### src/verilog/gpuPkg.sv
package gpuPkg;

  //////////////////////////////
  // datapath types
  //////////////////////////////
  typedef logic [15:0] dataT;    // alu and general register word
  typedef logic [7:0]  byteT;    // lcd register value
  typedef logic [4:0]  regSelT;  // register file index
  typedef logic [7:0]  pcT;      // microcode address
  typedef logic [9:0]  litT;     // uop literal
  typedef logic [12:0] fbAddrT;  // framebuffer row address, wraps at 8191
  typedef logic [1:0]  pixT;     // one colour
  typedef logic [15:0] pixRowT;  // eight pixels, pixel i at [2i+1:2i]

  // opcodes, unlisted codes act as nop
  typedef enum logic [3:0] {
    opNop       = 4'd0,
    opWfBuffer  = 4'd1,   // push composed row to framebuffer
    opIncFbAddr = 4'd2,   // bump framebuffer address
    opWrr       = 4'd3,
    opWrl       = 4'd4,
    opAdd       = 4'd5,
    opSub       = 4'd6,
    opAnd       = 4'd7,
    opShl       = 4'd8,
    opAddl      = 4'd9,
    opSubl      = 4'd10,
    opJz        = 4'd11,
    opJnz       = 4'd12,
    opGoto      = 4'd13
  } opT;

  // 19 bit uop, literal is the low 10 bits
  typedef struct packed {
    opT     op;    // [18:15]
    regSelT dst;   // [14:10]
    regSelT src1;  // [9:5]
    regSelT src0;  // [4:0]
  } uopT;

  //////////////////////////////
  // register map
  //////////////////////////////
  localparam regSelT regLcdc    = 5'd0;
  localparam regSelT regStat    = 5'd1;   // engine only
  localparam regSelT regScy     = 5'd2;
  localparam regSelT regScx     = 5'd3;
  localparam regSelT regLy      = 5'd4;   // engine only
  localparam regSelT regLyc     = 5'd5;
  localparam regSelT regDma     = 5'd6;   // plain storage now
  localparam regSelT regBgp     = 5'd7;
  localparam regSelT regObp0    = 5'd8;
  localparam regSelT regObp1    = 5'd9;
  localparam regSelT regWy      = 5'd10;
  localparam regSelT regWx      = 5'd11;  // last lcd register
  localparam regSelT regBh      = 5'd12;  // tile high byte
  localparam regSelT regBl      = 5'd13;  // tile low byte
  localparam regSelT regSh      = 5'd14;  // sprite high byte
  localparam regSelT regSl      = 5'd15;  // sprite low byte
  localparam regSelT regSprInfo = 5'd16;  // first 16 bit register
  localparam regSelT regR0      = 5'd17;
  localparam regSelT regR1      = 5'd18;
  localparam regSelT regR2      = 5'd19;
  localparam regSelT regR3      = 5'd20;
  localparam regSelT regR4      = 5'd21;
  localparam regSelT regR5      = 5'd22;
  localparam regSelT regR6      = 5'd23;

  localparam int numRegs = 24;  // indices above read zero

  // misc constants
  localparam int  lcdcEnableBit  = 7;     // engine run bit
  localparam int  sprPaletteBit  = 4;     // sprInfo bit, 1 picks obp1
  localparam pixT transparentIdx = 2'd0;  // sprite colour index shown as bg
  localparam int  ucodeDepth     = 256;

endpackage

### src/verilog/ucodeStore.sv
module ucodeStore
(
  input  logic         iClock,
  input  logic         we,      // mcu load strobe
  input  gpuPkg::pcT   wrAddr,
  input  gpuPkg::uopT  wrData,
  input  gpuPkg::pcT   pc,      // sequencer fetch address
  output gpuPkg::uopT  uop
);
  import gpuPkg::*;

  // program memory, survives reset
  uopT mem [ucodeDepth];

  //////////////////////////////
  // load port
  //////////////////////////////
  always_ff @(posedge iClock)
  begin
    if (we)
    begin
      mem[wrAddr] <= wrData;  // mcu writes while engine idle
    end
  end

  // fetch is combinational so a uop runs in its own cycle
  assign uop = mem[pc];

endmodule
### config.mk
export PLATFORM = sky130hd
export DESIGN_NAME = ucodeStore
export DESIGN_NICKNAME = d
export VERILOG_FILES = /design/src/verilog/gpuPkg.sv /design/src/verilog/ucodeStore.sv
export SDC_FILE = /design/constraint.sdc
export NUM_CORES = 2
export LEC_CHECK = 0
export BUFFER_PORTS_ARGS = -buffer_cell sky130_fd_sc_hd__buf_2
export CAP_MARGIN = 40
export CORE_MARGIN = 2
export CORE_UTILIZATION = 25
export CTS_BUF_LIST = sky130_fd_sc_hd__clkbuf_16
export CTS_CLUSTER_SIZE = 30
export DETAILED_ROUTE_END_ITERATION = 8
export SLEW_MARGIN = 20
export SYNTH_ARGS = -nofsm -noshare
export SYNTH_HDL_FRONTEND = slang
export SYNTH_MEMORY_MAX_BITS = 65536
export SYNTH_SLANG_ARGS = --single-unit
### constraint.sdc
create_clock -name iClock -period 4 [get_ports iClock]
set_input_delay 0.6 -clock iClock [delete_from_list [all_inputs] [get_ports iClock]]
set_output_delay 0.6 -clock iClock [all_outputs]
set_load 0.1 [all_outputs]
==> results.md <==
* CP cell instances: mux4_2, mux4_2, mux2i_4, nor2_4, a2111oi_4, buf_4, nor4_4, o31a_1, buf_12
* Final setup vio count at 19
* Fin Hold WS at between 0.07 and 0.08 ns
* Clock transition at path regs at about 0.060 ns
* Share of cells above drive strength 1 at between 30% and 40%
* NumNets Final at 10,200
* Leakage at around 0.074 uW
* Maxcap violations at 0
* Synth Net Count at roughly 8,700
* Synth Area per Inst at 21.6 um2
* Startpoint Class: flip-flop
* Initial drt markers at around 12,000
* Ys Warns at 0
* Switching share of power at about 22%
* Largest net degree at the start of global routing at 130
* Number of synthesized register bits at a little under 5,000
* Detail Route Antenna Nets at 0
* CP max stage delay at 0.57 ns
* Status: finished with violations
* PD cells at around 470 nW/um2
* Routed WL per cell at around 26 um
* Drt total wl at approximately 540 mm
* Number of flops mapped to enable cells by yosys at about 4,900
* Hold Path Class: input pin to flip-flop
* Max clock buf depth at 4
* Final period util at 112%
* Most common cell in the netlist: edfxtp_1
* WP buf/inv at 2
* # port buffers at 55
* Num ports at 56
* Vias per inst at between 4 and 5
* Crit-path slowest cell: mux4_2
* Core Rows at ~320
* Post-synth top cells: 4,864 x edfxtp_1, 899 x mux4_2, 709 x mux2i_1, 328 x nor2_1, 257 x o221ai_1
* Min setup slack post-route at -0.465 ns
* Aggregate global routing overflow at 0
* Mapped Cells at between 8,000 and 9,000
* Synth top area cells: edfxtp_1 78%, mux4_2 11%, mux2i_1 3.8%, o221ai_1 1.2%, o22ai_1 0.76%
* Met3 Use GR at between 2 and 3%
* Combinational group share of total power at 6.8%
* Register area share after synthesis at 77.7%
* Post-Syn Area at approximately 190,000 um2
* Ys flop type: edfxtp_1
* Max Fclk at about 220 MHz
* CTS buffer count at about 480
* Biggest register: mem
* Largest delay contributor family on the critical path: multiplexers
* Synth top area share at 77.7%
* Sequential share of power at between 50% and 60%
* Biggest regs: mem: 4864 flops
* Core ar. at 750,000 um2
* CP Class: flip-flop to primary output
* Die W at between 800 and 900 um
* Busiest grt layer: met2
* P_sw at about 24,000 uW
* Met1 GRT Util at a little under a fifth
* Pre-antenna DRT Iters at 5
* Final Hold Viols at 0
* Vias in the first global route at roughly 96,000
* Drt drc at 0
* Slew headroom at 19.3%
* Failing checks: setup timing
* Die area at ~760,000 um2
* Max reg flops at about 4,900
* Worst Path Arrival at 3.87 ns
* Slew @ Worst Pin at around 1.2 ns
* RSZ-0062 raised after global routing: yes
* Number of distinct library cells after synthesis at 59
* Minimum clock period at ~4.5 ns
* Antenna violations before repair at 33
* Async SR Flop Fraction at 0%
* Area Growth Syn to Fin at 22.5%
* Max Slew Vio Count at 0
* CTS tree: built
* Worst vdd ir at a little under 0.4 mV
* Global-route usage over all layers at between 10% and 20%
* Placement Setup Slack at -1.12 ns
* Post-DP HPWL at roughly 330 mm
* Crit path max fanout at 1
* First-pass GRT wire length at 750 mm
* Pint at approximately 84,000 uW
* Clk pwr share at 41.2%
* Clk root buf: clkbuf_16
* Gpl congestion at approximately 0.84
* DR vias at between 90,000 and 100k
* Area leader, netlist: edfxtp_1
* Max H-tree Level at 5
* Starting Density at about a quarter
* Num Clock Sinks at between 4,000 and 5,000
* CP Capture Type: primary output
* CP Data Required Time at ~3.4 ns
* Die Span Y at around 870 um
* Global-route track usage on met2 at between 20 and 25%
* Most used cell, CP: mux4_2
## cells in the final DEF (no fill, tap or decap), types with 31 or more instances in the layout
cell / count
edfxtp_1: 4864
buf_4: 1115
mux4_2: 909
mux2i_1: 694
clkbuf_16: 488
nor2_2: 254
o221ai_1: 206
o22ai_1: 196
a21oi_1: 168
buf_12: 162
clkinv_1: 125
nor3_1: 117
inv_1: 98
clkinv_2: 92
buf_6: 76
nor2_1: 70
nand2_1: 62
bufinv_16: 51
o221ai_2: 46
buf_16: 41
buf_8: 37
mux4_1: 35
o21ai_0: 33
a22oi_1: 31
## per-stage QoR
| step | TNS, ns | instance area, um2 | power, uW | utilization (%) | instances |
|---|---|---|---|---|---|
| 6_report | -5.30 | 230000 | 108000 | 30.7 | 20500 |
| 5_1_grt | -6.69 | 230000 | 111000 | 30.7 | 20500 |
| 4_1_cts | -6.58 | 229000 | 109000 | 30.5 | 20400 |
| 3_5_place_dp | -12.74 | 211000 | 64100 | 28.1 | 19500 |
| 3_3_place_gp | -14.80 | 211000 | 64000 | 28.1 | 19400 |
| 2_1_floorplan | -0.00760 | 188000 | 60400 | - | 8690 |
## final timing paths
path / depth (start not counted) / start / endpoint
max: 9 / mem[151][8] / uop[8]
min: 1 / wrData[7] / mem[210][7]
## layout make-up
type,instances,area [um2]
diodes,26,65.1
clock buffers,481,12000
clock inverters,407,3420
fillers,71800,519000
inverters,3,26.3
multi-input cells,3295,41500
flip-flops and latches,4864,146000
well taps,9920,12400
repair buffers,1473,14900
## timing repair
| action | 4_1_cts | 5_1_grt |
|---|---|---|
| endpoints found under the hold margin | 0 | 26 |
| setup buffers | 50 | 56 |
| gates cloned | 21 | 7 |
| gates resized for setup | 374 | 184 |
| hold buffers | 0 | 1 |
| pin swaps | 96 | 86 |
| endpoints found under the setup margin | 19 | 19 |
## cell families after synthesis
family | count (synthesis) | share of synthesized area, %
AO/OA/AOI/OAI | 914 | 3.44
flip-flops | 4864 | 77.7
AND/OR/NAND/NOR | 703 | 1.73
multiplexers | 1678 | 15.3
buffers and inverters | 531 | 1.86
## power by group through the flow
stage | logic [uW] | clock network (uW) | registers [uW]
6_report | 7360 | 44500 | 56200
5_1_grt | 7650 | 47100 | 56200
4_1_cts | 7210 | 45100 | 56200
3_5_place_dp | 6830 | 0 | 57300
3_3_place_gp | 6760 | 0 | 57300
2_1_floorplan | 3110 | 0 | 57300
## routing by layer
metal,up-vias,routed length (um)
met5,-,55
met4,10,16100
met3,708,48600
met2,4320,252000
met1,52500,223000
li1,40000,-
Note: power is estimated with default switching activity, not from simulation.
