--- src/verilog/gpuPkg.sv ---
package gpuPkg;

  //////////////////////////////
  // datapath types
  //////////////////////////////
  typedef logic [15:0] dataT;    // alu and general register word
  typedef logic [7:0]  byteT;    // lcd register value
  typedef logic [4:0]  regSelT;  // register file index
  typedef logic [7:0]  pcT;      // microcode address
  typedef logic [9:0]  litT;     // uop literal
  typedef logic [12:0] fbAddrT;  // framebuffer row address, wraps at 8191
  typedef logic [1:0]  pixT;     // one colour
  typedef logic [15:0] pixRowT;  // eight pixels, pixel i at [2i+1:2i]

  // opcodes, unlisted codes act as nop
  typedef enum logic [3:0] {
    opNop       = 4'd0,
    opWfBuffer  = 4'd1,   // push composed row to framebuffer
    opIncFbAddr = 4'd2,   // bump framebuffer address
    opWrr       = 4'd3,
    opWrl       = 4'd4,
    opAdd       = 4'd5,
    opSub       = 4'd6,
    opAnd       = 4'd7,
    opShl       = 4'd8,
    opAddl      = 4'd9,
    opSubl      = 4'd10,
    opJz        = 4'd11,
    opJnz       = 4'd12,
    opGoto      = 4'd13
  } opT;

  // 19 bit uop, literal is the low 10 bits
  typedef struct packed {
    opT     op;    // [18:15]
    regSelT dst;   // [14:10]
    regSelT src1;  // [9:5]
    regSelT src0;  // [4:0]
  } uopT;

  //////////////////////////////
  // register map
  //////////////////////////////
  localparam regSelT regLcdc    = 5'd0;
  localparam regSelT regStat    = 5'd1;   // engine only
  localparam regSelT regScy     = 5'd2;
  localparam regSelT regScx     = 5'd3;
  localparam regSelT regLy      = 5'd4;   // engine only
  localparam regSelT regLyc     = 5'd5;
  localparam regSelT regDma     = 5'd6;   // plain storage now
  localparam regSelT regBgp     = 5'd7;
  localparam regSelT regObp0    = 5'd8;
  localparam regSelT regObp1    = 5'd9;
  localparam regSelT regWy      = 5'd10;
  localparam regSelT regWx      = 5'd11;  // last lcd register
  localparam regSelT regBh      = 5'd12;  // tile high byte
  localparam regSelT regBl      = 5'd13;  // tile low byte
  localparam regSelT regSh      = 5'd14;  // sprite high byte
  localparam regSelT regSl      = 5'd15;  // sprite low byte
  localparam regSelT regSprInfo = 5'd16;  // first 16 bit register
  localparam regSelT regR0      = 5'd17;
  localparam regSelT regR1      = 5'd18;
  localparam regSelT regR2      = 5'd19;
  localparam regSelT regR3      = 5'd20;
  localparam regSelT regR4      = 5'd21;
  localparam regSelT regR5      = 5'd22;
  localparam regSelT regR6      = 5'd23;

  localparam int numRegs = 24;  // indices above read zero

  // misc constants
  localparam int  lcdcEnableBit  = 7;     // engine run bit
  localparam int  sprPaletteBit  = 4;     // sprInfo bit, 1 picks obp1
  localparam pixT transparentIdx = 2'd0;  // sprite colour index shown as bg
  localparam int  ucodeDepth     = 256;

endpackage

--- src/verilog/gpuExecute.sv ---
module gpuExecute
(
  input  logic          iClock,
  input  logic          arstN,
  input  logic          stall,
  input  gpuPkg::opT    op,
  input  gpuPkg::litT   lit,
  input  gpuPkg::dataT  op0,
  input  gpuPkg::dataT  op1,
  output gpuPkg::dataT  result,
  output logic          regWe,
  output logic          fbWrite,
  output logic          fbIncAddr,
  output logic          jump
);
  import gpuPkg::*;

  dataT litWide;      // zero extended literal
  logic zFlag;
  logic regWeRaw;
  logic fbWriteRaw;
  logic fbIncRaw;
  logic jumpRaw;

  assign litWide = {6'b0, lit};

  //////////////////////////////
  // alu and control decode
  //////////////////////////////
  always_comb
  begin
    result     = op1;
    regWeRaw   = 1'b0;
    fbWriteRaw = 1'b0;
    fbIncRaw   = 1'b0;
    jumpRaw    = 1'b0;
    case (op)
      opWfBuffer:  fbWriteRaw = 1'b1;
      opIncFbAddr: fbIncRaw   = 1'b1;
      opWrr:       regWeRaw   = 1'b1;  // copy op1
      opWrl:
      begin
        result   = litWide;
        regWeRaw = 1'b1;
      end
      opAdd:
      begin
        result   = op1 + op0;
        regWeRaw = 1'b1;
      end
      opSub:
      begin
        result   = op1 - op0;  // op1 minus op0
        regWeRaw = 1'b1;
      end
      opAnd:
      begin
        result   = op1 & op0;
        regWeRaw = 1'b1;
      end
      opShl:
      begin
        result   = op1 << lit[3:0];  // 4 bit shift amount
        regWeRaw = 1'b1;
      end
      opAddl:
      begin
        result   = op1 + litWide;
        regWeRaw = 1'b1;
      end
      opSubl:
      begin
        result   = op1 - litWide;
        regWeRaw = 1'b1;
      end
      opJz:   jumpRaw = zFlag;
      opJnz:  jumpRaw = ~zFlag;
      opGoto: jumpRaw = 1'b1;
      default: ;  // nop and spare codes
    endcase
  end

  // blocked output retries the uop, so nothing commits
  assign regWe     = regWeRaw & ~stall;
  assign fbWrite   = fbWriteRaw & ~stall;
  assign fbIncAddr = fbIncRaw & ~stall;
  assign jump      = jumpRaw & ~stall;

  // zero flag follows every committed register write
  always_ff @(posedge iClock or negedge arstN)
  begin
    if (!arstN)
    begin
      zFlag <= 1'b0;
    end
    else if (regWe)
    begin
      zFlag <= (result == 16'h0000);
    end
  end

endmodule

--- config.mk ---
export PLATFORM = sky130hd
export DESIGN_NAME = gpuExecute
export DESIGN_NICKNAME = d
export VERILOG_FILES = /design/src/verilog/gpuPkg.sv /design/src/verilog/gpuExecute.sv
export SDC_FILE = /design/constraint.sdc
export NUM_CORES = 1
export LEC_CHECK = 0
export BUFFER_PORTS_ARGS = -buffer_cell sky130_fd_sc_hd__buf_2
export CAP_MARGIN = 20
export CELL_PAD_IN_SITES_DETAIL_PLACEMENT = 0
export CELL_PAD_IN_SITES_GLOBAL_PLACEMENT = 1
export CORE_ASPECT_RATIO = 1.5
export CORE_MARGIN = 5
export CORE_UTILIZATION = 35
export CTS_CLUSTER_DIAMETER = 150
export DETAILED_ROUTE_END_ITERATION = 10
export PLACE_DENSITY_LB_ADDON = 0.1
export SYNTH_ARGS = -nofsm -noshare
export SYNTH_HDL_FRONTEND = slang
export SYNTH_SLANG_ARGS = --single-unit
--- constraint.sdc ---
create_clock -name iClock -period 6.1 [get_ports iClock]
set_input_delay 1.22 -clock iClock [delete_from_list [all_inputs] [get_ports iClock]]
set_output_delay 1.22 -clock iClock [all_outputs]
set_load 0.005 [all_outputs]
==> reports/summary.md <==
For the final core utilization, the log shows 0.463. In the final layout, the registers with the most flip-flops are zFlag: 1 flops. The synthesized design contains 0 enable-type register cells.

The average instance area after synthesis came out at 6.77 µm². The tools report the pin count of the biggest net entering global routing as 22. Endpoint kind of the worst setup timing path: an output pin. The worst setup path is launched from an input port.

The run gives 478 as the total nets after synthesis. Routability-driven placement finished with a final weighted congestion of 0.990. For this run, design rule violations remaining after detail routing come to 0. The tools report the initial cell density of the core as 0.361. In the final routed layout, each cell accounts on average for 20.3 µm.

The share of the synthesized area in compound gates (AO/OA/AOI/OAI) is 0.369, and the worst clock skew is 0 ns. The antenna diode instance count is 0, and the final net count is 571. In the synthesized netlist the dominant register cell turns out to be sky130_fd_sc_hd__dfrtp_1.

The quantity of I/O buffers inserted on ports was 68. The logs give 12,300 µm for the total wirelength of the detailed-routed design and 7710 µm² for the total core area. The total negative slack for setup checks is 0 ns. The path category of the worst min-delay check was flip-flop to flip-flop.

The run finished with clean final reports. The area of placed instances came out at 3480 µm². The tools report the reported max-cap violation count as 0. The portion of total power attributed to the clock network is 0, and the maximum clock frequency is 165 MHz. The number of pins exceeding their max-slew limit in the final report is 0. The die is 82.8 µm wide. For the pin with the worst max-slew slack, the measured transition is 0.694 ns. The tools report the number of instances in the synthesized netlist as 411. The largest family of logic cells by synthesized area was compound AO/OA/AOI/OAI gates. The run gives 0 as the number of antenna violations at the first check in global routing. The synthesized-area fraction occupied by and/or/nand/nor cells is 0.309.

The flop and latch count out of synthesis works out to 1. The logs give 3,571 for the number of global-route vias before repair and 0 ns for the latest clock arrival within the worst-skew pair. The placement row count is 39.

The global-route total usage across every layer was 0.242. The Yosys step of the flow raised 0 warnings. The xor and xnor fraction of the mapped netlist area was 0.0315; the vias after detailed routing was 3,759.

Once the clock tree was built, the setup fixing pass inserted 0 buffers. The flip-flop count of the largest register, all copies and words added came out at 1. The tools report the count of endpoints failing hold in the final timing report as 0. The tools report the area of the die as 9870 µm². Setup repair after global routing could not meet its margin everywhere.

The slowest stage of the critical path is the sky130_fd_sc_hd__or3_4 cell. After clock tree synthesis, the clock-pin slew on the worst setup and hold paths is 0 ns. The proportion of synthesized area in mux cells is 0.147, and the portion of total power attributed to combinational logic is 0.982. The area growth from synthesis to layout is 28.3%. Setup violations remaining at the end of the flow were counted as 0.

Startpoint-to-endpoint class of the critical path: input port to output pin. The arrival time of the worst setup path came out at 4.83 ns. The share of layout cells above drive strength 1 works out to 0.299. For the cell area after synthesis, the log shows 2780 µm². Internal power comes to 0.000166 W. Traced cell by cell, the critical path runs through buf_2 > inv_1 > ha_2 > nand2_2 > or3_4 > or3_1 > or3_1 > or3_4 > buf_4 > nor3_1 > nor3_1 > a211oi_2 > ha_2 > o22ai_2 > a21oi_2 > xnor2_2 > o21a_1 > o22a_1 > buf_2.

Counting the fill cells in the layout gives 840. The leading cell type in the layout, fill and taps excluded was sky130_fd_sc_hd__buf_2. The share of the clock period used by the worst path after layout is 0.992.

For the required time at the endpoint of the critical path, the log shows 4.88 ns. Using the TritonRoute via totals, the vias-per-cell ratio works out to 6.22. Worst hold-check slack: 0.607 ns. The die is 119 µm tall.

The logs give 0.018 for the part of the power in registers and 18,700 µm for the global-route wire length before repair. The net switching share of the total power works out to 0.557. Yosys mapped the design onto 70 distinct sky130hd cell types.

The tools report the quantity of hold-fixing buffers added after cts as 0. The count of nets left with antenna violations once routing finished came out at 0. The adder-cell share of the synthesized area is 0.0837, and the sum of overflow across all layers after global routing is 0.

Summed over all nets, the switching power comes to 0.000209 W. The worst relative slew slack is 0.537, and the final cell area excluding filler cells is 3570 µm². Power spread over the standard cell area amounts to 105 nW/µm². For the finished layout, the period the worst path requires is 6.05 ns. After the first detailed-routing iteration, the DRC count stood at 273. On the worst path, the slowest cell contributes a delay of 0.36 ns. The fraction of registers with async set or reset after synthesis is 1.00. The peak fanout along the critical path was 3.

The library cells used most frequently in the layout, excluding fill and tap cells, are sky130_fd_sc_hd__buf_2, sky130_fd_sc_hd__buf_4, sky130_fd_sc_hd__nand2_1. In this run the count of I/O pins placed on the die edge is 69. The part of the Yosys area used for sequential elements was 0.00900. zFlag holds more flip-flops than any other register. The HPWL after detailed placement is 10,200 µm. The worst-case IR drop observed on VDD is 0.0645 mV. For this run, the detailed router's first-pass iteration total came to 5. Summed over all cells, the static leakage comes to 1.49 nW.
[worst paths after layout]
check	slack, ns	endpoint	start	cells after the start
max reg2reg	5.35	zFlag	zFlag	2
min reg2reg	0.61	zFlag	zFlag	2
max in group asynchronous	5.02	zFlag	arstN	1
min	0.61	zFlag	zFlag	2
min in group asynchronous	0.99	zFlag	arstN	1
max	0.05	result[15]	op0[0]	19
[per-stage QoR]
step	setup WS [ns]	cells	power, W
5_1_grt	-0.0754	604	0.000407
3_3_place_gp	-0.0528	604	0.000354
3_5_place_dp	-0.190	604	0.000358
4_1_cts	0.0112	604	0.000361
2_1_floorplan	0.130	411	0.000223
6_report	0.0465	604	0.000375
[cell families (layout without fill, tap and decap cells)]
logic type / count (synthesis) / in the layout
muxes: 27 / 27
and+or+nand+nor: 168 / 168
DFF: 1 / 1
AOI/OAI and AO/OA: 154 / 154
xor gates and xnor gates: 10 / 10
adders and majority gates: 18 / 18
buffers and inverters: 33 / 124
[power by group through the flow]
stage                     clock network, W  logic, W  registers [W]
final                                    0  0.000368     0.00000676
after global routing                     0  0.000400     0.00000676
after CTS                                0  0.000355     0.00000676
after detailed placement                 0  0.000351     0.00000676
after global placement                   0  0.000347     0.00000676
after floorplan                          0  0.000216     0.00000676
[critical path, delay by kind of cell]
family          cells  cell delay, ns
simple gates        7            1.64
buf+inv             4            0.46
fa+ha+maj           2            0.52
xor+xnor            1            0.16
compound gates      5            0.81
[cell usage after synthesis, types with 3 or more instances]
cell / instances / area share
sky130_fd_sc_hd__o221ai_1: 3 / 0.0094
sky130_fd_sc_hd__mux4_2: 7 / 0.057
sky130_fd_sc_hd__xor2_1: 5 / 0.016
sky130_fd_sc_hd__nand2b_1: 8 / 0.018
sky130_fd_sc_hd__o41ai_1: 3 / 0.0094
sky130_fd_sc_hd__and3_1: 3 / 0.0067
sky130_fd_sc_hd__nand3_1: 6 / 0.011
sky130_fd_sc_hd__nor3b_1: 4 / 0.011
sky130_fd_sc_hd__a221o_1: 5 / 0.018
sky130_fd_sc_hd__nor4b_1: 4 / 0.013
sky130_fd_sc_hd__xnor2_1: 5 / 0.016
sky130_fd_sc_hd__clkbuf_1: 11 / 0.015
sky130_fd_sc_hd__a211oi_1: 7 / 0.019
sky130_fd_sc_hd__nand2_1: 43 / 0.058
sky130_fd_sc_hd__o22ai_1: 11 / 0.025
sky130_fd_sc_hd__a21oi_1: 34 / 0.061
sky130_fd_sc_hd__nor2_1: 41 / 0.055
sky130_fd_sc_hd__nor2b_1: 10 / 0.022
sky130_fd_sc_hd__o21ai_0: 39 / 0.070
sky130_fd_sc_hd__a31oi_1: 7 / 0.016
sky130_fd_sc_hd__o21a_1: 6 / 0.016
sky130_fd_sc_hd__inv_1: 11 / 0.015
sky130_fd_sc_hd__mux2i_1: 13 / 0.047
sky130_fd_sc_hd__nor3_1: 16 / 0.029
sky130_fd_sc_hd__mux2_1: 3 / 0.012
sky130_fd_sc_hd__buf_2: 9 / 0.016
sky130_fd_sc_hd__nor4_1: 5 / 0.011
sky130_fd_sc_hd__a221oi_1: 7 / 0.022
sky130_fd_sc_hd__or3_1: 11 / 0.025
sky130_fd_sc_hd__ha_1: 17 / 0.076
[per-layer routing]
layer  wire length [µm]  part of all wire  track usage  up-vias
li1                   -                 -            -     1800
met1               4970              0.40        0.309     1762
met2               6190              0.50        0.427      169
met3                666             0.054       0.0136       28
met4                439             0.036       0.0695        0
met5                  0                 0            0        -
[repair_timing]
| item | 4_1_cts | 5_1_grt |
|---|---|---|
| resized for setup | 11 | 10 |
| pin swaps | 4 | 0 |
| setup endpoints to repair | 1 | 6 |
[final cells by class]
type | instances | area [µm²] | area share
inverters | 12 | 45.0 | 0.0126
flip-flops and latches | 1 | 25.0 | 0.00701
repair buffers | 112 | 671 | 0.188
well taps | 102 | 128 | 0.0358
multi-input cells | 377 | 2700 | 0.757
(Power assumes the default switching activity.)
