==> src/verilog/gpuPkg.sv <==
package gpuPkg;

  //////////////////////////////
  // datapath types
  //////////////////////////////
  typedef logic [15:0] dataT;    // alu and general register word
  typedef logic [7:0]  byteT;    // lcd register value
  typedef logic [4:0]  regSelT;  // register file index
  typedef logic [7:0]  pcT;      // microcode address
  typedef logic [9:0]  litT;     // uop literal
  typedef logic [12:0] fbAddrT;  // framebuffer row address, wraps at 8191
  typedef logic [1:0]  pixT;     // one colour
  typedef logic [15:0] pixRowT;  // eight pixels, pixel i at [2i+1:2i]

  // opcodes, unlisted codes act as nop
  typedef enum logic [3:0] {
    opNop       = 4'd0,
    opWfBuffer  = 4'd1,   // push composed row to framebuffer
    opIncFbAddr = 4'd2,   // bump framebuffer address
    opWrr       = 4'd3,
    opWrl       = 4'd4,
    opAdd       = 4'd5,
    opSub       = 4'd6,
    opAnd       = 4'd7,
    opShl       = 4'd8,
    opAddl      = 4'd9,
    opSubl      = 4'd10,
    opJz        = 4'd11,
    opJnz       = 4'd12,
    opGoto      = 4'd13
  } opT;

  // 19 bit uop, literal is the low 10 bits
  typedef struct packed {
    opT     op;    // [18:15]
    regSelT dst;   // [14:10]
    regSelT src1;  // [9:5]
    regSelT src0;  // [4:0]
  } uopT;

  //////////////////////////////
  // register map
  //////////////////////////////
  localparam regSelT regLcdc    = 5'd0;
  localparam regSelT regStat    = 5'd1;   // engine only
  localparam regSelT regScy     = 5'd2;
  localparam regSelT regScx     = 5'd3;
  localparam regSelT regLy      = 5'd4;   // engine only
  localparam regSelT regLyc     = 5'd5;
  localparam regSelT regDma     = 5'd6;   // plain storage now
  localparam regSelT regBgp     = 5'd7;
  localparam regSelT regObp0    = 5'd8;
  localparam regSelT regObp1    = 5'd9;
  localparam regSelT regWy      = 5'd10;
  localparam regSelT regWx      = 5'd11;  // last lcd register
  localparam regSelT regBh      = 5'd12;  // tile high byte
  localparam regSelT regBl      = 5'd13;  // tile low byte
  localparam regSelT regSh      = 5'd14;  // sprite high byte
  localparam regSelT regSl      = 5'd15;  // sprite low byte
  localparam regSelT regSprInfo = 5'd16;  // first 16 bit register
  localparam regSelT regR0      = 5'd17;
  localparam regSelT regR1      = 5'd18;
  localparam regSelT regR2      = 5'd19;
  localparam regSelT regR3      = 5'd20;
  localparam regSelT regR4      = 5'd21;
  localparam regSelT regR5      = 5'd22;
  localparam regSelT regR6      = 5'd23;

  localparam int numRegs = 24;  // indices above read zero

  // misc constants
  localparam int  lcdcEnableBit  = 7;     // engine run bit
  localparam int  sprPaletteBit  = 4;     // sprInfo bit, 1 picks obp1
  localparam pixT transparentIdx = 2'd0;  // sprite colour index shown as bg
  localparam int  ucodeDepth     = 256;

endpackage

==> src/verilog/gpuDecode.sv <==
module gpuDecode
(
  input  logic            iClock,
  input  logic            arstN,
  input  logic            active,   // lcdc bit 7
  input  logic            stall,    // fb output blocked
  input  logic            jump,     // taken branch from execute
  input  gpuPkg::uopT     uop,
  output gpuPkg::pcT      pc,
  output gpuPkg::opT      op,
  output gpuPkg::regSelT  dst,
  output gpuPkg::litT     lit,
  output gpuPkg::regSelT  rdSel0,
  output gpuPkg::regSelT  rdSel1,
  input  gpuPkg::dataT    rdData0,
  input  gpuPkg::dataT    rdData1,
  output gpuPkg::dataT    op0,
  output gpuPkg::dataT    op1
);
  import gpuPkg::*;

  pcT  jumpTarget;
  logic litForm;  // addl / subl read dst as second operand

  //////////////////////////////
  // program counter
  //////////////////////////////
  assign jumpTarget = lit[7:0];  // low byte of literal

  always_ff @(posedge iClock or negedge arstN)
  begin
    if (!arstN)
    begin
      pc <= '0;
    end
    else if (!active)
    begin
      pc <= '0;  // parked at entry while lcd off
    end
    else if (!stall)
    begin
      if (jump)
      begin
        pc <= jumpTarget;
      end
      else
      begin
        pc <= pc + 8'd1;  // wraps at 255
      end
    end
    // stalled: hold, same uop is retried
  end

  //////////////////////////////
  // field split
  //////////////////////////////
  // nothing issues while the engine is off
  assign op  = active ? uop.op : opNop;
  assign dst = uop.dst;
  assign lit = {uop.src1, uop.src0};  // src1 and src0 bits double as literal

  assign litForm = (op == opAddl) || (op == opSubl);

  // register read selects
  assign rdSel0 = uop.src0;
  assign rdSel1 = litForm ? uop.dst : uop.src1;  // accumulate into dst

  // operands straight from register file read bus
  assign op0 = rdData0;
  assign op1 = rdData1;

endmodule

==> config.mk <==
export PLATFORM = sky130hd
export DESIGN_NAME = gpuDecode
export DESIGN_NICKNAME = d
export VERILOG_FILES = /design/src/verilog/gpuPkg.sv /design/src/verilog/gpuDecode.sv
export SDC_FILE = /design/constraint.sdc
export NUM_CORES = 1
export LEC_CHECK = 0
export BUFFER_PORTS_ARGS = -buffer_cell sky130_fd_sc_hd__buf_2
export CELL_PAD_IN_SITES_DETAIL_PLACEMENT = 1
export CELL_PAD_IN_SITES_GLOBAL_PLACEMENT = 1
export CORE_MARGIN = 4
export CORE_UTILIZATION = 21
export DETAILED_ROUTE_END_ITERATION = 10
export PLACE_DENSITY = 0.88
export SETUP_SLACK_MARGIN = 0.1
export SYNTH_ARGS = -nofsm -noshare
export SYNTH_HDL_FRONTEND = slang
export SYNTH_SLANG_ARGS = --single-unit
==> constraint.sdc <==
create_clock -name iClock -period 1.9 [get_ports iClock]
set_clock_uncertainty 0.1 [all_clocks]
set_input_delay 0.095 -clock iClock [delete_from_list [all_inputs] [get_ports iClock]]
set_output_delay 0.095 -clock iClock [all_outputs]
set_load 0.01 [all_outputs]
==> summary.md, run 1 <==
| Metric | Value |
|---|---|
| Number of buffers and inverters on the critical path | 0 |
| Cell variety after synth | 35 |
| Gate count of the mapped netlist | ~130 |
| Status | complete, no violations |
| Die area | 0.00616 sq mm |
| Crit-path cells | ha_1 > nand3_2 > or4b_1 > a31oi_1 |
| Worst-path maximum fanout | 7 |
| Final setup margin | around 0.23 ns |
| Die Ht | between 70 and 80 um |
| Core ar. | roughly 0.0048 sq mm |
| Hold path startpoint | uop[6] |
| Number of cell rows | 25 |
| Layout Nets | ~190 |
| Worst Max-Slew Pin Slew | approximately 0.33 ns |
| H-tree depth | 1 |
| Worst setup SP type | register |
| TritonCTS clock tree | done |
| Fraction of final layout cells sized beyond drive strength 1 | about 56% |
| Reg with most FFs | pc |
| DRT Pass-1 Iters | 4 |
| Peak Freq | around 0.6 GHz |
| Hold crit path type | in2reg |
| Mapped Area | around 0.0010 sq mm |
| Final-report hold violation count | 0 |
| Slowest Stage Delay on Critical Path | 0.49 ns |
| Initial antenna violation count | 0 |
| Number of routed nets with antenna violations | 0 |
| Post-synth top area share | about two fifths |
| Routability-driven placement congestion ratio | around 0.75 |
| Initial Util | 21.9% |
| Setup_tns | 0 ns |
| Largest register FFs | 8 |
| CTS root buffer | clkbuf_8 |
| R2R cell count | 4 |
| Chip width | between 70 and 80 um |
| Pre-CTS WS | ~0.25 ns |
| # Max-Cap Violations | 0 |
| Total GRT Usage | 8.67% |
| Peak VDD IR | 0.162 mV |
| R2R Setup Slk | between 0.2 and 0.25 ns |
| Synth area leader | buf_4 |
| Diode count | 0 |
| CTS Sinks | 8 |
| Num CTS Buffers | 3 |
| DR WL/cell | 13.9 um |
| CP required | about 2.0 ns |
| Pwr Density | approximately 540 mW/mm^2 |
| Most frequent cells in the layout | buf_2, dfrtp_1, mux2_2, nand2_1, nor2_1 |
| Crit path max-delay family | simple AND/OR/NAND/NOR gates |
| I/O pin cnt | around 130 |
| Worst skew pair latency | roughly 0.23 ns |
| GRT Residual Overflow | 0 |
| First-pass GRT wire length | between 4 and 5 mm |
| Vias in the first global route | between 800 and 900 |
| Syn avg cell area | 8.35 sq um |
| IO Port Bufs | 60 |
| Layout Utilization | roughly 22% |
| RSZ-0062 raised after global routing | no |
| Flops & latches, synth | 8 |
| DRT iter0 DRCs | 43 |
| Post-Route WL | approximately 2.8 mm |
| Worst r2r src | pc[0] |
| Syn Nets | ~180 |
| Critical path's slowest cell | or4b_1 |
| Drt via density | around 4.1 |
| Setup crit end kind | register |
| Fillers | 611 |
| Reg-to-reg endpoint | pc[6] |
| Tcrit/Tclk final | roughly 88% |
| Top flop regs | pc: 8 flops |
| Setup Viol. Count Final | 0 |
| Setup CP Type | reg2reg |
| Pin count of the biggest net entering global routing | 21 |
| Clock slew seen by the registers of the worst setup and hold paths | 0.04 ns |
| Crit path DAT | ~1.7 ns |
| Sequential share of the synthesized area | a little under a fifth |
| Max transition margin | 78.0% |
| Post-CTS setup buffer count | 0 |
| Number of cells on the worst hold path | 3 |
| P_leak | approximately 0.52 nW |
| CTS max path bufs | 2 |
| Top cells by area, synth | buf_4, dfrtp_1, mux2_2 |
| Yosys warning count | 0 |
| Final Slew Violations | 0 |
| DR DRC count | 0 |
| Period minus WS final | 1.67 ns |
| Commonest non-fill, non-tap cell in the layout | buf_2 |
| Area Growth Syn to Fin | 2.28% |
| Hold Path End | pc[6] |
| Post-DP HPWL | roughly 2.2 mm |
| Via count | around 830 |
## kinds of logic after synthesis
| group | after synthesis | share of synthesized area (%) |
|---|---|---|
| buffers and inverters | 58 | 40.2 |
| AND/OR/NAND/NOR | 30 | 17.4 |
| AO/OA/AOI/OAI | 20 | 13.8 |
| flip-flops | 8 | 19.2 |
| multiplexers | 7 | 7.43 |
| XOR/XNOR | 1 | 0.839 |
| adder cells (fa/ha/maj) | 1 | 1.20 |
## routing by layer
layer	track usage [%]	share of wire, %	up-vias
li1	-	-	396
met1	9.15	38	389
met2	14.2	50	35
met3	2.87	8.9	9
met4	6.64	3.0	0
met5	0	0	-
## repair_timing
| action | CTS | global route |
|---|---|---|
| hold buffers | 1 | 0 |
| endpoints found under the hold margin | 8 | 0 |
| resized for setup | 0 | 0 |
## cell usage after synthesis, drive strengths merged
library cell	n
xnor2	1
a32oi	1
nor2	5
a21oi	1
a31oi	4
a211oi	1
ha	1
mux2	6
clkbuf	1
nor3	2
a211o	2
nor3b	1
and3	1
o31a	2
nand2b	2
inv	2
nand2	6
nor2b	2
or3b	1
o211ai	3
a22oi	1
dfrtp	8
o311ai	1
a21o	1
and4	1
nand3	4
and2	4
or4b	1
buf	55
o21ai	3
mux2i	1
## final cells by class
cell class	instances	area [sq um]	area share, %
clock buffers	3	41.3	3.87
inverters	2	7.51	0.703
multi-input cells	59	424	39.7
flip-flops and latches	8	200	18.8
well taps	67	83.8	7.85
repair buffers	61	310	29.1
## how the worst max path moves through the flow
stage                     startpoint     to  cells past startpoint
after floorplan                pc[0]  pc[6]                      4
after global placement         pc[0]  pc[6]                      4
after detailed placement       pc[0]  pc[6]                      4
after CTS                      pc[0]  pc[6]                      4
after global routing           pc[0]  pc[6]                      4
final                          pc[0]  pc[6]                      4
## worst reg2reg max path, stage by stage (launching register included)
cell     delay, ns
dfrtp_1       0.44
ha_1          0.27
nand3_2       0.12
or4b_1        0.49
a31oi_1       0.17
## metrics by stage
stage	hold slack (ns)	power, W	cells	area, sq um
floorplan	-0.301	0.000379	125	1040
global placement	-0.148	0.000363	196	1020
detailed placement	-0.145	0.000370	196	1020
CTS	0.0533	0.000590	200	1070
global route	0.0751	0.000617	200	1070
finish	0.0507	0.000579	200	1070
## power by group
group,switching [W],internal [W]
registers,0.0000160,0.000181
clock network,0.0000749,0.000138
logic,0.0000907,0.0000785
No activity file was read; power rests on OpenSTA's default activity.
==> run 2, diff against run 1 <==
CORE_MARGIN = 10   (was 4)
==> summary.md, run 2 (synthesis gave the netlist of run 1 again) <==
| Metric | Value |
|---|---|
| Pin count of the biggest net entering global routing | 21 |
| Status | complete, no violations |
| Design area | 0.00107 sq mm |
| Total GRT Usage | ~7% |
| Diode count | 0 |
| GRT Residual Overflow | 0 |
| Max transition margin | 77.2% |
| Crit path DAT | around 1.7 ns |
| Chip width | 90.5 um |
| Number of routed nets with antenna violations | 0 |
| Number of cell rows | 25 |
| CTS root buffer | clkbuf_8 |
| Commonest non-fill, non-tap cell in the layout | buf_2 |
| Hold crit path type | in2reg |
| First-pass GRT wire length | between 4 and 5 mm |
| R2R cell count | 4 |
| Final Slew Violations | 0 |
| CTS max path bufs | 2 |
| IO Port Bufs | 60 |
| H-tree depth | 1 |
| Fillers | 603 |
| Peak Freq | between 0.6 and 0.7 GHz |
| Setup Viol. Count Final | 0 |
| Worst Max-Slew Pin Slew | 0.342 ns |
| DR WL/cell | between 15 and 20 um |
| Top flop regs | pc: 8 flops |
| CP required | approximately 1.9 ns |
| Setup_tns | 0 ns |
| Post-DP Area | roughly 0.0010 sq mm |
| R2R Setup Slk | roughly 0.25 ns |
| Peak VDD IR | 0.140 mV |
| Vias in the first global route | roughly 900 |
| Worst skew pair latency | about 0.23 ns |
| Setup CP Type | reg2reg |
| DRT Pass-1 Iters | 4 |
| DRT iter0 DRCs | between 80 and 90 |
| Die area | 0.00819 sq mm |
| Period minus WS final | 1.65 ns |
| TritonCTS clock tree | done |
| Final-report hold violation count | 0 |
| Initial Util | 21.9% |
| Reg with most FFs | pc |
| Hold_ws | approximately 0.07 ns |
| Core ar. | ~0.0048 sq mm |
| Post-Route WL | slightly above 3 mm |
| Most frequent cells in the layout | buf_2, dfrtp_1, mux2_2, nand2_1, nor2_1 |
| P_leak | 0.519 nW |
| DR DRC count | 0 |
| Largest register FFs | 8 |
| Setup crit end kind | register |
| Fraction of final layout cells sized beyond drive strength 1 | between 50% and 60% |
| I/O pin cnt | between 100 and 150 |
| Number of cells on the worst hold path | 3 |
| Tcrit/Tclk final | 86.7% |
| RSZ-0062 raised after global routing | no |
| Initial antenna violation count | 1 |
| # Max-Cap Violations | 0 |
| Clock slew seen by the registers of the worst setup and hold paths | approximately 0.04 ns |
| Area Growth Syn to Fin | 2.28% |
| Post-DP HPWL | roughly 2.6 mm |
| Layout Nets | between 150 and 200 |
| Die Ht | 90.5 um |
| Num CTS Buffers | 3 |
| Routability-driven placement congestion ratio | around 0.77 |
| Drt via density | between 4 and 5 |
| Worst-path maximum fanout | 7 |
| Pwr Density | between 500 and 600 mW/mm^2 |
| PostCTS Resize Cnt | 0 |
| Worst setup SP type | register |
| CTS Sinks | 8 |
| Via count | 837 |
[run 2: cell counts in the layout (fill, tap and decap cells not counted)]
No cell type changed its count.
[run 2: per-stage QoR]
stage | std cells | util [%] | setup WS, ns | total power, W
2_1_floorplan | 125 | - | 0.334 | 0.000379
6_report | 200 | 22.4 | 0.252 | 0.000576
4_1_cts | 200 | 22.4 | 0.269 | 0.000586
3_5_place_dp | 196 | 21.4 | 0.289 | 0.000372
3_3_place_gp | 196 | 21.4 | 0.346 | 0.000367
5_1_grt | 200 | 22.4 | 0.110 | 0.000613
[run 2: where the power goes]
part	internal (W)	total (W)	switching, W
clock network	0.000138	0.000209	0.0000715
registers	0.000181	0.000196	0.0000156
logic	0.0000782	0.000170	0.0000920
[run 2: routing by layer]
layer | global-route usage, % | up-vias | wire (um) | share of wire [%]
met5 | 0 | - | 0 | 0
met4 | 3.45 | 0 | 50 | 1.6
met3 | 3.24 | 4 | 305 | 9.8
met2 | 13.5 | 38 | 1700 | 55
met1 | 6.39 | 396 | 1040 | 34
li1 | - | 399 | - | -
[run 2: path summary, 6_finish.rpt]
path,from,end
max,pc[0],pc[6]
min,uop[6],pc[6]
max reg2reg,pc[0],pc[6]
min reg2reg,pc[1],pc[1]
max in group asynchronous,arstN,pc[4]
min in group asynchronous,arstN,pc[1]
[run 2: area by class of cell]
cell class | instances | area (sq um) | share of cell area (%)
multi-input combinational | 59 | 424 | 39.7
timing repair buffer | 61 | 310 | 29.1
sequential | 8 | 200 | 18.8
tap | 67 | 83.8 | 7.85
clock buffer | 3 | 41.3 | 3.87
inverter | 2 | 7.51 | 0.703
[run 2: repair_timing]
item / in CTS / in global routing
hold endpoints to repair: 8 / 0
hold buffers: 1 / 0
setup buffers: 0 / 0
[run 2: worst max-delay path: stages (launching register included)]
cell and delay, ns:
dfrtp_1 0.44, ha_1 0.25, nand3_2 0.11, or4b_1 0.47, a31oi_1 0.19
