## src/verilog/gpuPkg.sv

```systemverilog
package gpuPkg;

  //////////////////////////////
  // datapath types
  //////////////////////////////
  typedef logic [15:0] dataT;    // alu and general register word
  typedef logic [7:0]  byteT;    // lcd register value
  typedef logic [4:0]  regSelT;  // register file index
  typedef logic [7:0]  pcT;      // microcode address
  typedef logic [9:0]  litT;     // uop literal
  typedef logic [12:0] fbAddrT;  // framebuffer row address, wraps at 8191
  typedef logic [1:0]  pixT;     // one colour
  typedef logic [15:0] pixRowT;  // eight pixels, pixel i at [2i+1:2i]

  // opcodes, unlisted codes act as nop
  typedef enum logic [3:0] {
    opNop       = 4'd0,
    opWfBuffer  = 4'd1,   // push composed row to framebuffer
    opIncFbAddr = 4'd2,   // bump framebuffer address
    opWrr       = 4'd3,
    opWrl       = 4'd4,
    opAdd       = 4'd5,
    opSub       = 4'd6,
    opAnd       = 4'd7,
    opShl       = 4'd8,
    opAddl      = 4'd9,
    opSubl      = 4'd10,
    opJz        = 4'd11,
    opJnz       = 4'd12,
    opGoto      = 4'd13
  } opT;

  // 19 bit uop, literal is the low 10 bits
  typedef struct packed {
    opT     op;    // [18:15]
    regSelT dst;   // [14:10]
    regSelT src1;  // [9:5]
    regSelT src0;  // [4:0]
  } uopT;

  //////////////////////////////
  // register map
  //////////////////////////////
  localparam regSelT regLcdc    = 5'd0;
  localparam regSelT regStat    = 5'd1;   // engine only
  localparam regSelT regScy     = 5'd2;
  localparam regSelT regScx     = 5'd3;
  localparam regSelT regLy      = 5'd4;   // engine only
  localparam regSelT regLyc     = 5'd5;
  localparam regSelT regDma     = 5'd6;   // plain storage now
  localparam regSelT regBgp     = 5'd7;
  localparam regSelT regObp0    = 5'd8;
  localparam regSelT regObp1    = 5'd9;
  localparam regSelT regWy      = 5'd10;
  localparam regSelT regWx      = 5'd11;  // last lcd register
  localparam regSelT regBh      = 5'd12;  // tile high byte
  localparam regSelT regBl      = 5'd13;  // tile low byte
  localparam regSelT regSh      = 5'd14;  // sprite high byte
  localparam regSelT regSl      = 5'd15;  // sprite low byte
  localparam regSelT regSprInfo = 5'd16;  // first 16 bit register
  localparam regSelT regR0      = 5'd17;
  localparam regSelT regR1      = 5'd18;
  localparam regSelT regR2      = 5'd19;
  localparam regSelT regR3      = 5'd20;
  localparam regSelT regR4      = 5'd21;
  localparam regSelT regR5      = 5'd22;
  localparam regSelT regR6      = 5'd23;

  localparam int numRegs = 24;  // indices above read zero

  // misc constants
  localparam int  lcdcEnableBit  = 7;     // engine run bit
  localparam int  sprPaletteBit  = 4;     // sprInfo bit, 1 picks obp1
  localparam pixT transparentIdx = 2'd0;  // sprite colour index shown as bg
  localparam int  ucodeDepth     = 256;

endpackage

```

## src/verilog/gpuResult.sv

```systemverilog
module gpuResult
(
  input  logic            iClock,
  input  logic            arstN,
  input  logic [3:0]      mcuRegSelect,
  input  gpuPkg::byteT    mcuWriteData,
  input  logic            mcuWe,
  input  logic            regWe,
  input  gpuPkg::regSelT  dst,
  input  gpuPkg::dataT    result,
  input  gpuPkg::regSelT  rdSel0,
  input  gpuPkg::regSelT  rdSel1,
  output gpuPkg::dataT    rdData0,
  output gpuPkg::dataT    rdData1,
  input  logic            fbWrite,
  input  logic            fbIncAddr,
  input  logic            fbReady,
  output logic            fbValid,
  output gpuPkg::fbAddrT  fbAddr,
  output gpuPkg::pixRowT  fbData,
  output logic            stall,
  output logic            active,
  output gpuPkg::byteT    stat,
  output gpuPkg::byteT    ly,
  output gpuPkg::byteT    lcdc
);
  import gpuPkg::*;

  dataT   regFile [numRegs];
  regSelT mcuSel;
  logic   mcuHit;   // mcu write lands
  logic   gpuHit;   // engine write lands
  fbAddrT fbCount;  // next framebuffer row
  pixRowT pixRow;   // composed row, combinational
  logic   useObp1;

  function automatic pixT palLookup(byteT pal, pixT idx);
    return pal[{idx, 1'b0} +: 2];  // entry idx of the palette
  endfunction

  //////////////////////////////
  // register file
  //////////////////////////////
  assign mcuSel = {1'b0, mcuRegSelect};
  assign mcuHit = mcuWe && (mcuSel <= regWx) && (mcuSel != regStat) && (mcuSel != regLy);
  // engine owns stat, ly and everything past the lcd block
  assign gpuHit = regWe && (dst <= regR6)
                  && ((dst > regWx) || (dst == regStat) || (dst == regLy));

  always_ff @(posedge iClock or negedge arstN)
  begin
    if (!arstN)
    begin
      for (int i = 0; i < numRegs; i++)
      begin
        regFile[i] <= '0;
      end
    end
    else
    begin
      if (mcuHit)
      begin
        regFile[mcuSel] <= {8'h00, mcuWriteData};
      end
      if (gpuHit)  // byte registers keep low byte only
      begin
        regFile[dst] <= (dst < regSprInfo) ? {8'h00, result[7:0]} : result;
      end
    end
  end

  // two read ports, out of range reads zero
  assign rdData0 = (rdSel0 <= regR6) ? regFile[rdSel0] : '0;
  assign rdData1 = (rdSel1 <= regR6) ? regFile[rdSel1] : '0;

  assign lcdc   = regFile[regLcdc][7:0];
  assign stat   = regFile[regStat][7:0];
  assign ly     = regFile[regLy][7:0];
  assign active = lcdc[lcdcEnableBit];

  //////////////////////////////
  // pixel composition
  //////////////////////////////
  assign useObp1 = regFile[regSprInfo][sprPaletteBit];

  always_comb
  begin
    for (int i = 0; i < 8; i++)
    begin
      if ({regFile[regSh][i], regFile[regSl][i]} != transparentIdx)
      begin  // opaque sprite pixel wins
        pixRow[2*i +: 2] = palLookup(useObp1 ? regFile[regObp1][7:0] : regFile[regObp0][7:0],
                                     {regFile[regSh][i], regFile[regSl][i]});
      end
      else
      begin
        pixRow[2*i +: 2] = palLookup(regFile[regBgp][7:0],
                                     {regFile[regBh][i], regFile[regBl][i]});
      end
    end
  end

  //////////////////////////////
  // framebuffer output
  //////////////////////////////
  assign stall = fbValid & ~fbReady;  // one row slot, blocked until taken

  always_ff @(posedge iClock or negedge arstN)
  begin
    if (!arstN)
    begin
      fbCount <= '0;
      fbValid <= 1'b0;
    end
    else
    begin
      if (fbIncAddr)
      begin
        fbCount <= fbCount + 13'd1;  // wraps after 8191
      end
      if (fbWrite)
      begin
        fbValid <= 1'b1;
      end
      else if (fbReady)
      begin
        fbValid <= 1'b0;  // row accepted
      end
    end
  end

  // payload captured with the uop's view of the registers
  always_ff @(posedge iClock)
  begin
    if (fbWrite)
    begin
      fbAddr <= fbCount;
      fbData <= pixRow;
    end
  end

endmodule

```

## config.mk

```make
export PLATFORM = sky130hd
export DESIGN_NAME = gpuResult
export DESIGN_NICKNAME = d
export VERILOG_FILES = /design/src/verilog/gpuPkg.sv /design/src/verilog/gpuResult.sv
export SDC_FILE = /design/constraint.sdc
export NUM_CORES = 1
export LEC_CHECK = 0
export BUFFER_PORTS_ARGS = -buffer_cell sky130_fd_sc_hd__buf_2
export CORE_MARGIN = 1.5
export CORE_UTILIZATION = 40
export DETAILED_ROUTE_END_ITERATION = 6
export GPL_TIMING_DRIVEN = 0
export SYNTH_ARGS = -nofsm -noshare
export SYNTH_HDL_FRONTEND = slang
export SYNTH_SLANG_ARGS = --single-unit
```

## constraint.sdc

```tcl
create_clock -name iClock -period 9.86 [get_ports iClock]
set_clock_uncertainty 0.2 [all_clocks]
set_input_delay 2.958 -clock iClock [delete_from_list [all_inputs] [get_ports iClock]]
set_output_delay 2.958 -clock iClock [all_outputs]
set_load 0.03 [all_outputs]
```

==> results of run 1 <==
==> critical path, cell delays in order <==
cell and delay (ns):
buf_2 0.20, nor2_1 1.02, clkbuf_1 0.74, a22oi_1 0.19, nand3_1 0.19, nand3_1 0.20, buf_2 0.24
==> power groups by stage <==
stage               combinational [mW]  sequential (mW)  clock, mW
floorplan                        0.756             2.26          0
global placement                  1.12             2.27          0
detailed placement                1.15             2.28          0
CTS                               1.15             2.25       1.93
global route                      1.23             2.29       2.00
finish                            1.16             2.26       1.91
==> sequential cells by signal, summed over array words and instances (netlist names) <==
signal,cells
regFile,360
fbData,16
fbAddr,13
fbCount,13
ly,8
stat,8
lcdc,7
active,1
fbValid,1
==> cell usage in the layout, fill, tap and decap left out, types with 49 or more instances in the layout <==
cell type  count
dfrtp_1      398
mux2_2       187
mux2i_1      175
buf_2        169
mux4_2       150
nand2_1       96
nor2b_1       89
o21ai_0       76
a22oi_1       68
nand3_1       57
clkbuf_1      56
and2_1        50
buf_4         49
clkbuf_16     49
==> kinds of logic (layout without fill, tap and decap cells) <==
family / after synthesis / after routing / synth area share, %
mux: 524 / 524 / 32.9
flops: 427 / 427 / 48.3
simple gates: 355 / 355 / 8.55
compound gates: 198 / 198 / 5.71
buf+inv: 164 / 377 / 3.98
xor+xnor: 12 / 12 / 0.469
fa+ha+maj: 1 / 1 / 0.0558
other cells: 0 / 2 / 0
==> synthesized netlist by cell type (48+ instances only) <==
cell type	instances
clkbuf_1	48
buf_4	49
buf_2	49
nand2_1	96
nand3_1	57
mux4_2	150
nor2b_1	89
mux2i_1	175
dfrtp_1	398
a22oi_1	68
o21ai_0	76
mux2_2	187
and2_1	50
==> area by class of cell <==
| class | count | area, µm² | area share [%] |
|---|---|---|---|
| Antenna cell | 2 | 5.00 | 0.0195 |
| Inverter | 2 | 7.51 | 0.0292 |
| Clock buffer | 63 | 1340 | 5.21 |
| Tap cell | 748 | 936 | 3.64 |
| Buffer | 162 | 883 | 3.44 |
| Timing Repair Buffer | 124 | 698 | 2.72 |
| Sequential cell | 427 | 10800 | 42.1 |
| Multi-Input combinational cell | 1090 | 10700 | 41.6 |
| Clock inverter | 26 | 327 | 1.27 |
==> metal layers <==
| layer | track usage (%) | vias up |
|---|---|---|
| li1 | - | 6599 |
| met1 | 34.4 | 8170 |
| met2 | 41.7 | 710 |
| met3 | 6.73 | 149 |
| met4 | 10.9 | 2 |
| met5 | 0 | - |
==> metrics by stage <==
step / cell area [µm²] / util (%)
detailed placement: 24000 / 43.6
global route: 25700 / 46.6
finish: 25700 / 46.6
global placement: 23900 / 43.4
CTS: 25700 / 46.6
floorplan: 22400 / -
==> worst min-delay path by stage <==
stage                            startpoint                 endpoint  slack, ns  depth (start not counted)
global placement    fbCount[12]$_DFFE_PN0P_  fbCount[12]$_DFFE_PN0P_       0.25                          1
detailed placement  fbCount[12]$_DFFE_PN0P_  fbCount[12]$_DFFE_PN0P_       0.27                          1
global route        fbCount[12]$_DFFE_PN0P_     fbAddr[12]$_DFFE_PP_       0.31                          0
floorplan           fbCount[12]$_DFFE_PN0P_  fbCount[12]$_DFFE_PN0P_       0.24                          1
finish              fbCount[12]$_DFFE_PN0P_  fbCount[12]$_DFFE_PN0P_       0.27                          1
CTS                 fbCount[12]$_DFFE_PN0P_  fbCount[12]$_DFFE_PN0P_       0.28                          1
==> metrics.cfg, run 1 <==
[status]
outcome = complete, no violations

[route]
remaining_drc_errors = 0
routed.top_layer = met5
routed_wl_mm = 74.2
drtAntennaViolNets = 0
met2_length_mm = 35.0
drtIter0Drc = 1426
drt-vias-per-instance = 5.91
wl_per_cell_um = 28.1
route.met3.wl_mm = 6.23
num_vias = 15600
drt-met1-wl_mm = 30.0
first_pass_iters = 7

[clock_tree]
cts_resized = 0
cts_made_buffers = 48
cts_tree = built
clockRootBuffer = clkbuf_16
clock-sinks = 427
cts_buffer_depth = 3
htree_levels = 2
clk_latency_ns = 0.60
cts_setup_buffers = 0
path_clk_slew_ns = 0.06
cts_hold_buffers = 0

[die]
row_count = 86
core_area_um2 = 55200
die_h_um = 240
pin_count = 138
initial_core_util_pct = 40.6
die_area_um2 = 57400
die_x_um = 240

[placement]
gp_congestion = 0.926
dp_cells = 2553
port_buffers = 121
pre_cts_ws_ns = 1.04
place_hpwl_mm = 55.6

[power_and_ir_drop]
p_seq_share_pct = 42.5
p_leak_nw = 11.6
clkPwrFrac_pct = 35.8
p_total_mw = 5.33
intPower_mw = 3.71
p_sw_mw = 1.62
pwr-share-comb_pct = 21.8
power_density_nw_per_um2 = 207
swShare_pct = 30.3
ir_worst_vdd_mv = 0.135

[run]
cap_violations = 0

[worst_setup_path]
cp-endpoint = rdData1[0]
cp-startpoint = rdSel1[1]
crit_type = primary input to output pin
cp-end-kind = output pin
startpoint_type = primary input
worstPathRequired_ns = 6.70
rr_startpoint = regFile[116]$_DFFE_PN0P_
r2r-end = fbData[0]$_DFFE_PP_
crit_arrival_ns = 5.77
reg2regPathDepth = 3
regToRegSetupSlack_ns = 7.47
path_max_fanout = 10

[finish]
drive_above_1_share_pct = 34.5
fillers = 4993
area_growth_pct = 14.7
final_cells = 2644
nets = 1906

[grt]
overflow = 0
grt_usage_pct = 26.4
grt_antenna_before_repair = 2
grt_pass1_vias = 15900
grt_pass1_wl_mm = 109
grt_max_degree = 107

[synth]
synth_enable_flop_cells = 29
yosys.area.top_type = dfrtp_1
synth-main-ff-cell = dfrtp_1
postSynthAreaPerCell_um2 = 13.3
synth_cell_type_count = 45
ys_async_sr_fraction_pct = 93.2
yosysSeqAreaShare_pct = 48.3
syn_nets = 1732
synth-seq-cells = 427
synth_area_leaders = dfrtp_1 44%, mux4_2 15%, mux2_2 9.4%, mux2i_1 7.8%, edfxtp_1 3.9%
synthCells = 1681
ys_warn_count = 0
syn-cell-area_um2 = 22400
synth_top_area_share_pct = 44.4

[sta]
fmax_ghz = 0.112
setup_tns_ns = 0
hold_viol = 0
holdWs_ns = 0.271
rsz0062_at_grt = false
slew_viol_final = 0
setup_ws_ns = 0.935
period_share_pct = 90.5
worst_slew_pin_slew_ns = 1.30
layout_min_cycle_time_ns = 8.93
max_slew_margin_pct = 13.1
finalSetupViolations = 0

[hold_path]
hold_class = register to register

No activity file was read; power rests on OpenSTA's default activity.
==> run 2, diff against run 1 <==
--- a/config.mk
+++ b/config.mk
@@ -7,7 +7,8 @@
 export LEC_CHECK = 0
 export BUFFER_PORTS_ARGS = -buffer_cell sky130_fd_sc_hd__buf_2
 export CORE_MARGIN = 1.5
-export CORE_UTILIZATION = 40
+export CORE_UTILIZATION = 46
+export CTS_CLUSTER_SIZE = 25
 export DETAILED_ROUTE_END_ITERATION = 6
 export GPL_TIMING_DRIVEN = 0
 export SYNTH_ARGS = -nofsm -noshare
==> metrics.cfg, run 2 (same netlist as run 1, synthesis figures left out) <==
[status]
outcome = complete, no violations

[route]
num_vias = 15700  ; +0.41%
wl_per_cell_um = 29.9  ; +6.6%
drtIter0Drc = 1377  ; -3.4%
remaining_drc_errors = 0  ; unchanged
first_pass_iters = 5  ; -2
routed_wl_mm = 75.1  ; +1.2%
drtAntennaViolNets = 0  ; unchanged
drt-vias-per-instance = 6.26  ; +5.8%

[worst_setup_path]
cp-end-kind = output pin
regToRegSetupSlack_ns = 7.34  ; -0.13 ns
path_max_fanout = 10  ; unchanged
r2r-end = fbData[1]$_DFFE_PP_
worstPathRequired_ns = 6.70  ; about the same
rr_startpoint = regFile[116]$_DFFE_PN0P_
reg2regPathDepth = 3  ; unchanged
crit_arrival_ns = 5.80  ; +0.03 ns
crit_type = primary input to output pin
startpoint_type = primary input

[grt]
grt_usage_pct = 30.6  ; +4.3 points
grt_pass1_wl_mm = 110  ; +0.63%
grt_max_degree = 118  ; +10%
grt_pass1_vias = 15900  ; +0.45%
grt_antenna_before_repair = 2  ; unchanged
overflow = 0  ; unchanged

[sta]
hold_viol = 0  ; unchanged
layout_min_cycle_time_ns = 8.96  ; +0.0340 ns
max_slew_margin_pct = 18.9  ; +5.8 points
rsz0062_at_grt = false
fmax_ghz = 0.112  ; -0.38%
slew_viol_final = 0  ; unchanged
period_share_pct = 90.9  ; +0.34 points
finalSetupViolations = 0  ; unchanged
worst_slew_pin_slew_ns = 1.21  ; -0.0870 ns
setup_ws_ns = 0.901  ; -0.0340 ns
holdWs_ns = 0.277  ; +0.00578 ns

[finish]
final_area_um2 = 25600  ; -0.51%
diodes = 0  ; -2
final_cells = 2509  ; -5.1%
fillers = 4089  ; -18%
top_regs = regFile x360, fbData x16
nets = 1906  ; unchanged
fin_util_pct = 53.4  ; +6.8 points
largest_reg_flops = 360  ; unchanged
drive_above_1_share_pct = 34.5  ; +0.053 points
final_common_cell = dfrtp_1
final_cell_mix = 398 x dfrtp_1, 187 x mux2_2, 175 x mux2i_1
area_growth_pct = 14.2
largest-register = regFile

[die]
core_area_um2 = 47900  ; -13%
die_x_um = 224  ; -6.7%
pin_count = 138  ; unchanged
die_area_um2 = 50000  ; -13%
row_count = 80  ; -7.0%
initial_core_util_pct = 46.7  ; +6.1 points
die_h_um = 224  ; -6.7%

[clock_tree]
cts_buffer_depth = 3  ; unchanged
clockRootBuffer = clkbuf_16
cts_tree = built
clock-sinks = 427  ; unchanged
cts_hold_buffers = 0  ; unchanged
path_clk_slew_ns = 0.06  ; about the same
cts_resized = 0  ; unchanged
clk_latency_ns = 0.59  ; about the same
cts_made_buffers = 48  ; unchanged
htree_levels = 2  ; unchanged
cts_setup_buffers = 0  ; unchanged

[power_and_ir_drop]
ir_worst_vdd_mv = 0.168  ; +25%
p_leak_nw = 11.6  ; +0.29%
power_density_nw_per_um2 = 210  ; +1.5%

[run]
cap_violations = 0  ; unchanged

[placement]
placed_cell_area_um2 = 23900  ; -0.69%
place_hpwl_mm = 54.8  ; -1.4%
gp_congestion = 0.936  ; +1.0%
pre_cts_ws_ns = 1.07  ; +0.0301 ns
port_buffers = 121  ; unchanged
dp_cells = 2420  ; -5.2%

[hold_path]
hold_start = fbCount[12]$_DFFE_PN0P_
min_to = fbCount[12]$_DFFE_PN0P_
hold_class = register to register
holdPathStages = 1  ; unchanged

==> run 2: cell types whose count changed in the layout (fill, tap and decap cells not counted), sizes merged <==
cell,before,now
bufinv,7,8
diode,2,0
clkbuf,111,114
clkinv,12,11
clkinvlp,5,2
==> run 2: area by class of cell <==
cell class,count,area (µm²),area share (%)
plain buffers,162,883,3.45
clock buffers,66,1380,5.39
clock inverters,23,327,1.28
inverters,2,7.51,0.0293
multi-input cells,1090,10700,41.8
flip-flops and latches,427,10800,42.3
well taps,615,769,3.01
repair buffers,124,698,2.73
==> run 2: how the worst max path moves through the flow <==
stage / start / to / slack (ns) / depth (start not counted)
2_1_floorplan: rdSel0[1] / rdData0[10] / 2.14 / 6
3_3_place_gp: arstN / regFile[37]$_DFFE_PN0P_ / -2.37 / 1
3_5_place_dp: rdSel1[1] / rdData1[0] / 1.07 / 7
4_1_cts: rdSel1[1] / rdData1[0] / 1.08 / 7
5_1_grt: rdSel1[1] / rdData1[0] / 0.89 / 7
6_report: rdSel1[1] / rdData1[0] / 0.90 / 7
==> run 2: report_power, final <==
part           total (mW)  switching [mW]  internal, mW
Combinational        1.16           0.622         0.541
Clock                1.95           0.764          1.19
Sequential           2.26           0.235          2.03
==> run 2: critical path, cell delays in order <==
cell,delay (ns)
buf_2,0.23
nor2_1,0.97
clkbuf_1,0.77
a22oi_1,0.21
nand3_1,0.24
nand3_1,0.18
buf_2,0.23
==> run 2: per-layer routing <==
metal	GRT usage, %	vias to the layer above	wire, µm
met5	0	-	0
met4	13.8	0	3240
met3	8.64	167	7150
met2	46.8	711	34400
met1	40.7	8215	30300
li1	-	6601	-
==> run 2: stage by stage <==
| stage | setup TNS, ns | power [mW] |
|---|---|---|
| 2_1_floorplan | 0 | 3.02 |
| 3_3_place_gp | -920.04 | 3.40 |
| 3_5_place_dp | 0 | 3.44 |
| 4_1_cts | 0 | 5.38 |
| 5_1_grt | 0 | 5.57 |
| 6_report | 0 | 5.38 |
